### config.mk
export PLATFORM = sky130hd
export DESIGN_NAME = id_stage
export DESIGN_NICKNAME = d
export VERILOG_FILES = /design/src/common/id_pkg.sv /design/src/common/fwd_if.sv /design/src/logic/regfile.sv /design/src/logic/branch_unit.sv /design/src/decode/inst_decoder.sv /design/src/decode/operand_bypass.sv /design/src/decode/id_stage.sv
export SDC_FILE = /design/constraint.sdc
export NUM_CORES = 2
export LEC_CHECK = 0
export ABC_AREA = 1
export BUFFER_PORTS_ARGS = -buffer_cell sky130_fd_sc_hd__buf_2
export CORE_ASPECT_RATIO = 0.6
export CORE_MARGIN = 10
export CORE_UTILIZATION = 44
export DETAILED_ROUTE_END_ITERATION = 16
export PLACE_DENSITY = 0.6
export SLEW_MARGIN = 5
export SYNTH_ARGS = -nofsm -noshare
export SYNTH_HDL_FRONTEND = slang
export SYNTH_HIERARCHICAL = 1
export SYNTH_SLANG_ARGS = --single-unit
### constraint.sdc
create_clock -name clk -period 10.28 [get_ports clk]
set_input_delay 0.514 -clock clk [delete_from_list [all_inputs] [get_ports clk]]
set_output_delay 0.514 -clock clk [all_outputs]
set_load 0.02 [all_outputs]
### src/common/id_pkg.sv
`default_nettype none

package id_pkg;

    localparam int xlen       = 32;
    localparam int reg_addr_w = 5;
    localparam int num_regs   = 32;
    localparam int alu_op_w   = 12;

    typedef logic [alu_op_w-1:0] alu_op_t;

    // one-hot alu op bit positions
    localparam int alu_add  = 0;
    localparam int alu_sub  = 1;
    localparam int alu_slt  = 2;
    localparam int alu_sltu = 3;
    localparam int alu_and  = 4;
    localparam int alu_nor  = 5;
    localparam int alu_or   = 6;
    localparam int alu_xor  = 7;
    localparam int alu_sll  = 8;
    localparam int alu_srl  = 9;
    localparam int alu_sra  = 10;
    localparam int alu_lui  = 11;

    // major opcode in inst[31:26]
    localparam logic [5:0] op_int       = 6'h00;
    localparam logic [5:0] op_lu12i     = 6'h05;
    localparam logic [5:0] op_pcaddu12i = 6'h07;
    localparam logic [5:0] op_mem       = 6'h0a;
    localparam logic [5:0] op_jirl      = 6'h13;
    localparam logic [5:0] op_b         = 6'h14;
    localparam logic [5:0] op_bl        = 6'h15;
    localparam logic [5:0] op_beq       = 6'h16;
    localparam logic [5:0] op_bne       = 6'h17;
    localparam logic [5:0] op_blt       = 6'h18;
    localparam logic [5:0] op_bge       = 6'h19;
    localparam logic [5:0] op_bltu      = 6'h1a;
    localparam logic [5:0] op_bgeu      = 6'h1b;

    // inst[25:22]
    localparam logic [3:0] op4_3r    = 4'h0;
    localparam logic [3:0] op4_shi   = 4'h1;
    localparam logic [3:0] op4_ld_w  = 4'h2;
    localparam logic [3:0] op4_st_w  = 4'h6;
    localparam logic [3:0] op4_slti  = 4'h8;
    localparam logic [3:0] op4_sltui = 4'h9;
    localparam logic [3:0] op4_addi  = 4'ha;
    localparam logic [3:0] op4_andi  = 4'hd;
    localparam logic [3:0] op4_ori   = 4'he;
    localparam logic [3:0] op4_xori  = 4'hf;

    // inst[21:20]
    localparam logic [1:0] op2_shi = 2'h0;
    localparam logic [1:0] op2_3r  = 2'h1;

    // inst[19:15]
    localparam logic [4:0] op5_add  = 5'h00;
    localparam logic [4:0] op5_slli = 5'h01;
    localparam logic [4:0] op5_sub  = 5'h02;
    localparam logic [4:0] op5_slt  = 5'h04;
    localparam logic [4:0] op5_sltu = 5'h05;
    localparam logic [4:0] op5_nor  = 5'h08;
    localparam logic [4:0] op5_and  = 5'h09;
    localparam logic [4:0] op5_srli = 5'h09;
    localparam logic [4:0] op5_or   = 5'h0a;
    localparam logic [4:0] op5_xor  = 5'h0b;
    localparam logic [4:0] op5_sll  = 5'h0e;
    localparam logic [4:0] op5_srl  = 5'h0f;
    localparam logic [4:0] op5_sra  = 5'h10;
    localparam logic [4:0] op5_srai = 5'h11;

    typedef enum logic [3:0] {
        br_none, br_b, br_bl, br_jirl, br_beq,
        br_bne, br_blt, br_bge, br_bltu, br_bgeu
    } br_kind_t;

    typedef enum logic [2:0] {
        imm_none, imm_four, imm_ui5, imm_si12, imm_ui12, imm_si20
    } imm_kind_t;

    typedef struct packed {
        alu_op_t                alu_op;
        logic                   src1_is_pc;
        logic                   src2_is_imm;
        logic                   need_r1;
        logic                   need_r2;
        logic                   src_reg_is_rd;
        logic                   res_from_mem;
        logic                   mem_we;
        logic                   rf_we;
        logic [reg_addr_w-1:0]  dest;
        br_kind_t               br;
    } ds_ctrl_t;

endpackage

`default_nettype wire

### src/common/fwd_if.sv
`timescale 1ns/100ps
`default_nettype none

// register-write reports from execute, memory and writeback
interface fwd_if import id_pkg::*; ();

    logic                   es_we;
    logic [reg_addr_w-1:0]  es_waddr;
    logic [xlen-1:0]        es_wdata;
    logic                   es_res_from_mem;
    logic                   ms_we;
    logic [reg_addr_w-1:0]  ms_waddr;
    logic [xlen-1:0]        ms_wdata;
    logic                   ws_we;
    logic [reg_addr_w-1:0]  ws_waddr;
    logic [xlen-1:0]        ws_wdata;

    modport src (
        output es_we, es_waddr, es_wdata, es_res_from_mem,
        output ms_we, ms_waddr, ms_wdata,
        output ws_we, ws_waddr, ws_wdata
    );

    modport dst (
        input es_we, es_waddr, es_wdata, es_res_from_mem,
        input ms_we, ms_waddr, ms_wdata,
        input ws_we, ws_waddr, ws_wdata
    );

endinterface

`default_nettype wire

### src/logic/regfile.sv
`timescale 1ns/100ps
`default_nettype none

module regfile import id_pkg::*; (
    input  logic                    clk,
    input  logic [reg_addr_w-1:0]   raddr1,
    input  logic [reg_addr_w-1:0]   raddr2,
    input  logic                    we,
    input  logic [reg_addr_w-1:0]   waddr,
    input  logic [xlen-1:0]         wdata,
    output logic [xlen-1:0]         rdata1,
    output logic [xlen-1:0]         rdata2
);

    logic [xlen-1:0] regs [num_regs];

    always_ff @(posedge clk) begin
        if (we && waddr != '0) begin
            regs[waddr] <= wdata;
        end
    end

    // r0 reads as zero
    assign rdata1 = (raddr1 == '0) ? '0 : regs[raddr1];
    assign rdata2 = (raddr2 == '0) ? '0 : regs[raddr2];

endmodule

`default_nettype wire

### src/logic/branch_unit.sv
`timescale 1ns/100ps
`default_nettype none

module branch_unit import id_pkg::*; (
    input  logic            valid,
    input  logic [xlen-1:0] inst,
    input  logic [xlen-1:0] pc,
    input  ds_ctrl_t        ctrl,
    input  logic [xlen-1:0] rj_value,
    input  logic [xlen-1:0] rkd_value,
    output logic            br_taken,
    output logic [xlen-1:0] br_target
);

    logic               eq;
    logic               ge_s;
    logic               ge_u;
    logic               cond;
    logic [xlen-1:0]    offs16;
    logic [xlen-1:0]    offs26;

    assign eq   = (rj_value == rkd_value);
    assign ge_s = ($signed(rj_value) >= $signed(rkd_value));
    assign ge_u = (rj_value >= rkd_value);

    always_comb begin
        case (ctrl.br)
            br_b, br_bl, br_jirl: cond = 1'b1;
            br_beq:  cond = eq;
            br_bne:  cond = !eq;
            br_blt:  cond = !ge_s;
            br_bge:  cond = ge_s;
            br_bltu: cond = !ge_u;
            br_bgeu: cond = ge_u;
            default: cond = 1'b0;
        endcase
    end

    assign br_taken = valid & cond;

    // offs26 high part sits in inst[9:0]
    assign offs16 = {{(xlen-18){inst[25]}}, inst[25:10], 2'b00};
    assign offs26 = {{(xlen-28){inst[9]}}, inst[9:0], inst[25:10], 2'b00};

    always_comb begin
        case (ctrl.br)
            br_jirl:     br_target = rj_value + offs16;
            br_b, br_bl: br_target = pc + offs26;
            default:     br_target = pc + offs16;
        endcase
    end

endmodule

`default_nettype wire

### src/decode/inst_decoder.sv
`timescale 1ns/100ps
`default_nettype none

module inst_decoder import id_pkg::*; (
    input  logic [xlen-1:0] inst,
    output ds_ctrl_t        ctrl,
    output logic [xlen-1:0] imm
);

    wire [5:0]            op_31_26 = inst[31:26];
    wire [3:0]            op_25_22 = inst[25:22];
    wire [1:0]            op_21_20 = inst[21:20];
    wire [4:0]            op_19_15 = inst[19:15];
    wire [reg_addr_w-1:0] rd       = inst[4:0];
    wire [reg_addr_w-1:0] rk       = inst[14:10];
    wire [11:0]           i12      = inst[21:10];
    wire [19:0]           i20      = inst[24:5];

    // predecoded groups
    wire is_int = (op_31_26 == op_int);
    wire is_3r  = is_int && (op_25_22 == op4_3r) && (op_21_20 == op2_3r);
    wire is_shi = is_int && (op_25_22 == op4_shi) && (op_21_20 == op2_shi);
    wire is_mem = (op_31_26 == op_mem);

    wire inst_add_w  = is_3r && (op_19_15 == op5_add);
    wire inst_sub_w  = is_3r && (op_19_15 == op5_sub);
    wire inst_slt    = is_3r && (op_19_15 == op5_slt);
    wire inst_sltu   = is_3r && (op_19_15 == op5_sltu);
    wire inst_nor    = is_3r && (op_19_15 == op5_nor);
    wire inst_and    = is_3r && (op_19_15 == op5_and);
    wire inst_or     = is_3r && (op_19_15 == op5_or);
    wire inst_xor    = is_3r && (op_19_15 == op5_xor);
    wire inst_sll_w  = is_3r && (op_19_15 == op5_sll);
    wire inst_srl_w  = is_3r && (op_19_15 == op5_srl);
    wire inst_sra_w  = is_3r && (op_19_15 == op5_sra);
    wire inst_slli_w = is_shi && (op_19_15 == op5_slli);
    wire inst_srli_w = is_shi && (op_19_15 == op5_srli);
    wire inst_srai_w = is_shi && (op_19_15 == op5_srai);

    wire inst_slti   = is_int && (op_25_22 == op4_slti);
    wire inst_sltui  = is_int && (op_25_22 == op4_sltui);
    wire inst_addi_w = is_int && (op_25_22 == op4_addi);
    wire inst_andi   = is_int && (op_25_22 == op4_andi);
    wire inst_ori    = is_int && (op_25_22 == op4_ori);
    wire inst_xori   = is_int && (op_25_22 == op4_xori);

    wire inst_lu12i  = (op_31_26 == op_lu12i) && !inst[25];
    wire inst_pcaddu = (op_31_26 == op_pcaddu12i) && !inst[25];
    wire inst_ld_w   = is_mem && (op_25_22 == op4_ld_w);
    wire inst_st_w   = is_mem && (op_25_22 == op4_st_w);

    wire inst_jirl   = (op_31_26 == op_jirl);
    wire inst_b      = (op_31_26 == op_b);
    wire inst_bl     = (op_31_26 == op_bl);
    wire is_cond_br  = (op_31_26 >= op_beq) && (op_31_26 <= op_bgeu);

    imm_kind_t imm_kind;

    always_comb begin
        if (inst_jirl || inst_bl) begin
            imm_kind = imm_four;
        end else if (inst_lu12i || inst_pcaddu) begin
            imm_kind = imm_si20;
        end else if (inst_addi_w || inst_slti || inst_sltui || inst_ld_w || inst_st_w) begin
            imm_kind = imm_si12;
        end else if (inst_andi || inst_ori || inst_xori) begin
            imm_kind = imm_ui12;
        end else if (inst_slli_w || inst_srli_w || inst_srai_w) begin
            imm_kind = imm_ui5;
        end else begin
            imm_kind = imm_none;
        end
    end

    always_comb begin
        case (imm_kind)
            imm_four: imm = xlen'(4);
            imm_ui5:  imm = {{(xlen-reg_addr_w){1'b0}}, rk};
            imm_si12: imm = {{(xlen-12){i12[11]}}, i12};
            imm_ui12: imm = {{(xlen-12){1'b0}}, i12};
            imm_si20: imm = {i20, 12'b0};
            default:  imm = '0;
        endcase
    end

    always_comb begin
        ctrl.alu_op = '0;
        ctrl.alu_op[alu_add]  = inst_add_w | inst_addi_w | inst_ld_w | inst_st_w
                              | inst_jirl | inst_bl | inst_pcaddu;
        ctrl.alu_op[alu_sub]  = inst_sub_w;
        ctrl.alu_op[alu_slt]  = inst_slt | inst_slti;
        ctrl.alu_op[alu_sltu] = inst_sltu | inst_sltui;
        ctrl.alu_op[alu_and]  = inst_and | inst_andi;
        ctrl.alu_op[alu_nor]  = inst_nor;
        ctrl.alu_op[alu_or]   = inst_or | inst_ori;
        ctrl.alu_op[alu_xor]  = inst_xor | inst_xori;
        ctrl.alu_op[alu_sll]  = inst_sll_w | inst_slli_w;
        ctrl.alu_op[alu_srl]  = inst_srl_w | inst_srli_w;
        ctrl.alu_op[alu_sra]  = inst_sra_w | inst_srai_w;
        ctrl.alu_op[alu_lui]  = inst_lu12i;

        ctrl.src1_is_pc    = inst_jirl | inst_bl | inst_pcaddu;
        ctrl.src2_is_imm   = (imm_kind != imm_none);
        // jirl needs rj for its target even though its alu source is pc
        ctrl.need_r1       = !(inst_lu12i | inst_pcaddu | inst_b | inst_bl);
        ctrl.need_r2       = is_3r | inst_st_w | is_cond_br;
        ctrl.src_reg_is_rd = inst_st_w | is_cond_br;
        ctrl.res_from_mem  = inst_ld_w;
        ctrl.mem_we        = inst_st_w;
        ctrl.rf_we         = !(inst_st_w | inst_b | is_cond_br);
        ctrl.dest          = inst_bl ? reg_addr_w'(1) : rd;

        case (op_31_26)
            op_jirl: ctrl.br = br_jirl;
            op_b:    ctrl.br = br_b;
            op_bl:   ctrl.br = br_bl;
            op_beq:  ctrl.br = br_beq;
            op_bne:  ctrl.br = br_bne;
            op_blt:  ctrl.br = br_blt;
            op_bge:  ctrl.br = br_bge;
            op_bltu: ctrl.br = br_bltu;
            op_bgeu: ctrl.br = br_bgeu;
            default: ctrl.br = br_none;
        endcase
    end

endmodule

`default_nettype wire

### src/decode/operand_bypass.sv
`timescale 1ns/100ps
`default_nettype none

module operand_bypass import id_pkg::*; (
    input  logic            clk,
    input  logic [xlen-1:0] inst,
    input  ds_ctrl_t        ctrl,
    fwd_if.dst              fwd,
    output logic [xlen-1:0] rj_value,
    output logic [xlen-1:0] rkd_value,
    output logic            load_use_stall
);

    logic [reg_addr_w-1:0]  raddr1;
    logic [reg_addr_w-1:0]  raddr2;
    logic [xlen-1:0]        rdata1;
    logic [xlen-1:0]        rdata2;
    logic                   es_hit1;
    logic                   es_hit2;

    // youngest producer wins, r0 never forwarded
    function automatic logic [xlen-1:0] bypass(input logic [reg_addr_w-1:0] addr,
                                               input logic [xlen-1:0] rf_data);
        if (addr == '0) begin
            return rf_data;
        end
        if (fwd.es_we && fwd.es_waddr == addr) begin
            return fwd.es_wdata;
        end
        if (fwd.ms_we && fwd.ms_waddr == addr) begin
            return fwd.ms_wdata;
        end
        if (fwd.ws_we && fwd.ws_waddr == addr) begin
            return fwd.ws_wdata;
        end
        return rf_data;
    endfunction

    assign raddr1 = inst[9:5];
    assign raddr2 = ctrl.src_reg_is_rd ? inst[4:0] : inst[14:10];

    regfile u_regfile (
        .clk    (clk),
        .raddr1 (raddr1),
        .raddr2 (raddr2),
        .we     (fwd.ws_we),
        .waddr  (fwd.ws_waddr),
        .wdata  (fwd.ws_wdata),
        .rdata1 (rdata1),
        .rdata2 (rdata2)
    );

    always_comb begin
        rj_value  = bypass(raddr1, rdata1);
        rkd_value = bypass(raddr2, rdata2);
    end

    // load data is not ready until memory stage
    assign es_hit1 = ctrl.need_r1 && (raddr1 != '0) && (raddr1 == fwd.es_waddr);
    assign es_hit2 = ctrl.need_r2 && (raddr2 != '0) && (raddr2 == fwd.es_waddr);
    assign load_use_stall = fwd.es_res_from_mem && fwd.es_we && (es_hit1 || es_hit2);

endmodule

`default_nettype wire

### src/decode/id_stage.sv
`timescale 1ns/100ps
`default_nettype none

module id_stage import id_pkg::*; (
    input  logic                    clk,
    input  logic                    resetn,
    input  logic                    fs_to_ds_valid,
    input  logic [xlen-1:0]         fs_inst,
    input  logic [xlen-1:0]         fs_pc,
    input  logic                    es_allowin,

    input  logic                    es_rf_we,
    input  logic [reg_addr_w-1:0]   es_rf_waddr,
    input  logic [xlen-1:0]         es_rf_wdata,
    input  logic                    es_res_from_mem,
    input  logic                    ms_rf_we,
    input  logic [reg_addr_w-1:0]   ms_rf_waddr,
    input  logic [xlen-1:0]         ms_rf_wdata,
    input  logic                    ws_rf_we,
    input  logic [reg_addr_w-1:0]   ws_rf_waddr,
    input  logic [xlen-1:0]         ws_rf_wdata,

    output logic                    ds_allowin,
    output logic                    ds_to_es_valid,
    output alu_op_t                 alu_op,
    output logic [xlen-1:0]         alu_src1,
    output logic [xlen-1:0]         alu_src2,
    output logic [xlen-1:0]         rkd_value,
    output logic [xlen-1:0]         ds_pc,
    output logic                    res_from_mem,
    output logic                    mem_we,
    output logic                    rf_we,
    output logic [reg_addr_w-1:0]   rf_waddr,
    output logic                    br_taken,
    output logic [xlen-1:0]         br_target
);

    logic               ds_valid;
    logic [xlen-1:0]    ds_inst;
    logic               ds_ready_go;
    ds_ctrl_t           ctrl;
    logic [xlen-1:0]    imm;
    logic [xlen-1:0]    rj_value;
    logic               load_use_stall;

    fwd_if fwd ();

    assign fwd.es_we           = es_rf_we;
    assign fwd.es_waddr        = es_rf_waddr;
    assign fwd.es_wdata        = es_rf_wdata;
    assign fwd.es_res_from_mem = es_res_from_mem;
    assign fwd.ms_we           = ms_rf_we;
    assign fwd.ms_waddr        = ms_rf_waddr;
    assign fwd.ms_wdata        = ms_rf_wdata;
    assign fwd.ws_we           = ws_rf_we;
    assign fwd.ws_waddr        = ws_rf_waddr;
    assign fwd.ws_wdata        = ws_rf_wdata;

    assign ds_ready_go    = ~load_use_stall;
    assign ds_allowin     = ~ds_valid | (ds_ready_go & es_allowin);
    assign ds_to_es_valid = ds_valid & ds_ready_go;

    // a taken branch squashes whatever fetch offers alongside it
    always_ff @(posedge clk) begin
        if (!resetn) begin
            ds_valid <= 1'b0;
        end else if (ds_allowin) begin
            ds_valid <= fs_to_ds_valid & ~br_taken;
        end
    end

    always_ff @(posedge clk) begin
        if (fs_to_ds_valid && ds_allowin) begin
            ds_inst <= fs_inst;
            ds_pc   <= fs_pc;
        end
    end

    inst_decoder u_decoder (
        .inst   (ds_inst),
        .ctrl   (ctrl),
        .imm    (imm)
    );

    operand_bypass u_bypass (
        .clk            (clk),
        .inst           (ds_inst),
        .ctrl           (ctrl),
        .fwd            (fwd.dst),
        .rj_value       (rj_value),
        .rkd_value      (rkd_value),
        .load_use_stall (load_use_stall)
    );

    branch_unit u_branch (
        .valid      (ds_valid),
        .inst       (ds_inst),
        .pc         (ds_pc),
        .ctrl       (ctrl),
        .rj_value   (rj_value),
        .rkd_value  (rkd_value),
        .br_taken   (br_taken),
        .br_target  (br_target)
    );

    assign alu_op       = ctrl.alu_op;
    assign alu_src1     = ctrl.src1_is_pc  ? ds_pc : rj_value;
    assign alu_src2     = ctrl.src2_is_imm ? imm   : rkd_value;
    assign res_from_mem = ctrl.res_from_mem;
    assign mem_we       = ctrl.mem_we & ds_valid;
    assign rf_we        = ctrl.rf_we;
    assign rf_waddr     = ctrl.dest;

endmodule

`default_nettype wire

==> impl_metrics.tcl <==
set metrics [dict create \
    status "completed" \
    route.detailed.drc 0 \
    multi_input_area_um2 28400 \
    timing.hold.ws_ns 0.181 \
    dp_hpwl_um 195000 \
    ys_seq_elements 1089 \
    ys.flop_type "edfxtp_1" \
    fp.dieH_um 319 \
    r2r_slack_ns 1.92 \
    critical_path.most_common_cell "nand2_1" \
    portBuffers 365 \
    initial_core_util_pct 44.4 \
    mostFrequentLayoutCells "nand2_1 (2,900), nand3_1 (1,109), edfxtp_1 (1,088), nor2_1 (816), inv_1 (606)" \
    cts_max_path_buffers 3 \
    crit_type "flip-flop to output pin" \
    synth_cells 8433 \
    fin_nets 8905 \
    hold_class "input pin to flip-flop" \
    drt-initial-drc-count 11600 \
    worstReg2RegEnd "ds_valid" \
    p_sw_share_pct 36.1 \
    cts_buffers 106 \
    pre_cts_slack_ns 2.52 \
    power_frac_seq_pct 40.6 \
    cap_viol_max_count 0 \
    cts_max_level 3 \
    final_max_slew_viol_count 0 \
    top_usage_layer "met1" \
    ys_types 61 \
    syn_area_per_cell_um2 7.78 \
    switching_power_mw 4.48 \
    overflow 0 \
    io_pins 366 \
    setup_viol 0 \
    fill_cells 14300 \
    drt_first_pass_iters 8 \
    period_share_pct 87.5 \
    use_met2_pct 46.4 \
    antenna_found_initial 35 \
    grt_max_degree 185 \
    grt_pass1_wl_um 428000 \
    critPathSlowestCell "nor2_4" \
    hp-start "fs_to_ds_valid" \
    vias 64700 \
    regArea_um2 32700 \
    clk_latency_ns 0.81 \
    use_met3_pct 11.3 \
    async_reset_ff_share_pct 0 \
    synth-edff-count 1088 \
    fmax_mhz 111 \
    irDropWorstVdd_v 0.000140 \
    root_buffer "clkbuf_16" \
    maxSlewHeadroom_pct 29.0 \
    min_to "ds_inst[10]" \
    clock_sinks 1089 \
    ant_nets 0 \
    grtUsageMet1_pct 52.7 \
    intPower_mw 7.93 \
    path_clk_slew_ns 0.07 \
    period_needed_ns 9.00 \
    die-area_um2 166000 \
    max_stage_delay_ns 0.80 \
    core_um2 148000 \
    endpoint_kind "output pin" \
    cts_tree "done" \
    crit_required_ns 9.77 \
    r2r_start "ds_inst[23]" \
    wirelength_um 305000 \
    rows 109 \
    p_leak_nw 31.4 \
    yosysWarningCount 6 \
    grt_pass1_vias 57500 \
    wire_per_inst_um 28.4 \
    finClkSkew_ns 0.0536 \
    startpoint_type "flip-flop" \
    cp_max_fo 21 \
    via_per_inst 6.03 \
    hold_violations 0 \
    pwr-share-clk_pct 32.3 \
    worstPathArrival_ns 8.49 \
    synthesis.area_um2 65600 \
    syn_to_final_growth_pct 11.7 \
    die_w_um 519 \
    track_usage_pct 35.0 \
    fin_ws_ns 1.28 \
    layout-drive-gt1-share_pct 9.98 \
    layout_commonest_cell "nand2_1" \
    p_total_mw 12.4 \
    rsz0062_at_grt "no" \
    pwr-share-comb_pct 27.2 \
    hold_path_depth 2 \
    gp_congestion 1.05 \
    worstMarginPinSlew_ns 1.06 \
    r2r_cells 39 \
    synth.yosys.seq_area_share_pct 49.8 \
    tns_ns 0 \
    power.density_nw_per_um2 169 \
]
-- synthesized netlist by cell type (21+ instances only) --
cell	instances	area [µm²]
clkbuf_1	213	800
o21ai_1	65	325
buf_6	31	349
buf_1	65	244
nand4_1	115	719
a21oi_1	276	1380
ha_1	94	1180
o22ai_1	21	131
buf_2	192	961
o21ai_2	60	526
nor2_1	851	3190
o211ai_1	24	180
nand3_1	1110	5560
inv_1	612	2300
nand2_1	2902	10900
o21ai_0	491	2460
edfxtp_1	1088	32700
-- cell type report --
| cell class | count | area share [%] |
|---|---|---|
| flip-flops and latches | 1089 | 44.6 |
| multi-input cells | 6223 | 38.8 |
| repair buffers | 579 | 5.18 |
| clock buffers | 127 | 3.73 |
| well taps | 1998 | 3.41 |
| inverters | 627 | 3.28 |
| clock inverters | 72 | 0.947 |
| diodes | 12 | 0.0410 |
-- repair_timing --
item	in CTS	in global routing
endpoints found under the setup margin	0	0
setup buffers	0	0
resized for setup	0	0
hold buffers	66	0
endpoints found under the hold margin	65	0
-- stage by stage --
stage | util (%) | instances | instance area, µm²
2_1_floorplan | - | 8464 | 65700
3_3_place_gp | 46.8 | 10500 | 69200
3_5_place_dp | 46.8 | 10500 | 69200
4_1_cts | 49.6 | 10700 | 73300
5_1_grt | 49.6 | 10700 | 73300
6_report | 49.6 | 10700 | 73300
-- power groups by stage --
stage                     sequential (mW)  combinational, mW  clock [mW]
final                                5.04               3.37        4.00
after global routing                 5.04               3.56        4.21
after CTS                            5.03               3.24        4.02
after detailed placement             5.13               3.20           0
after global placement               5.13               3.21           0
after floorplan                      5.11               1.88           0
-- kinds of logic after synthesis --
logic type      Yosys count  share of synthesized area (%)
simple gates           5087                           32.3
xor+xnor                 18                          0.240
other cells               1                        0.00571
buf+inv                1152                           7.52
mux                       1                         0.0153
flops                  1089                           49.8
compound gates          989                           8.26
fa+ha+maj                96                           1.85
-- registers in the layout (all words and copies together), names as in the netlist --
name	flops
u_bypass/u_regfile/regs	1024
ds_inst	32
ds_pc	32
ds_valid	1
-- worst max path at each step --
stage / start / endpoint / slack [ns]
2_1_floorplan: ds_inst[25] / ds_inst[0] / 2.52
3_3_place_gp: ds_inst[23] / br_taken / 2.72
3_5_place_dp: ds_inst[23] / br_taken / 2.52
4_1_cts: ds_inst[23] / br_taken / 1.67
5_1_grt: ds_inst[23] / br_taken / 0.97
6_report: ds_inst[23] / br_taken / 1.28
-- metal layers --
layer  vias up  wire length (µm)
met5         -               131
met4        20             12000
met3       611             45400
met2      4870            118000
met1     30800            129000
li1      28400                 -
-- critical path: cells and delay by family, from the launching register on --
family	cells	cell delay [ns]
AO/OA/AOI/OAI	3	0.86
adder cells (fa/ha/maj)	1	0.30
buffers and inverters	5	0.70
flip-flops	1	0.61
AND/OR/NAND/NOR	27	5.17
No activity file was read; power rests on OpenSTA's default activity.
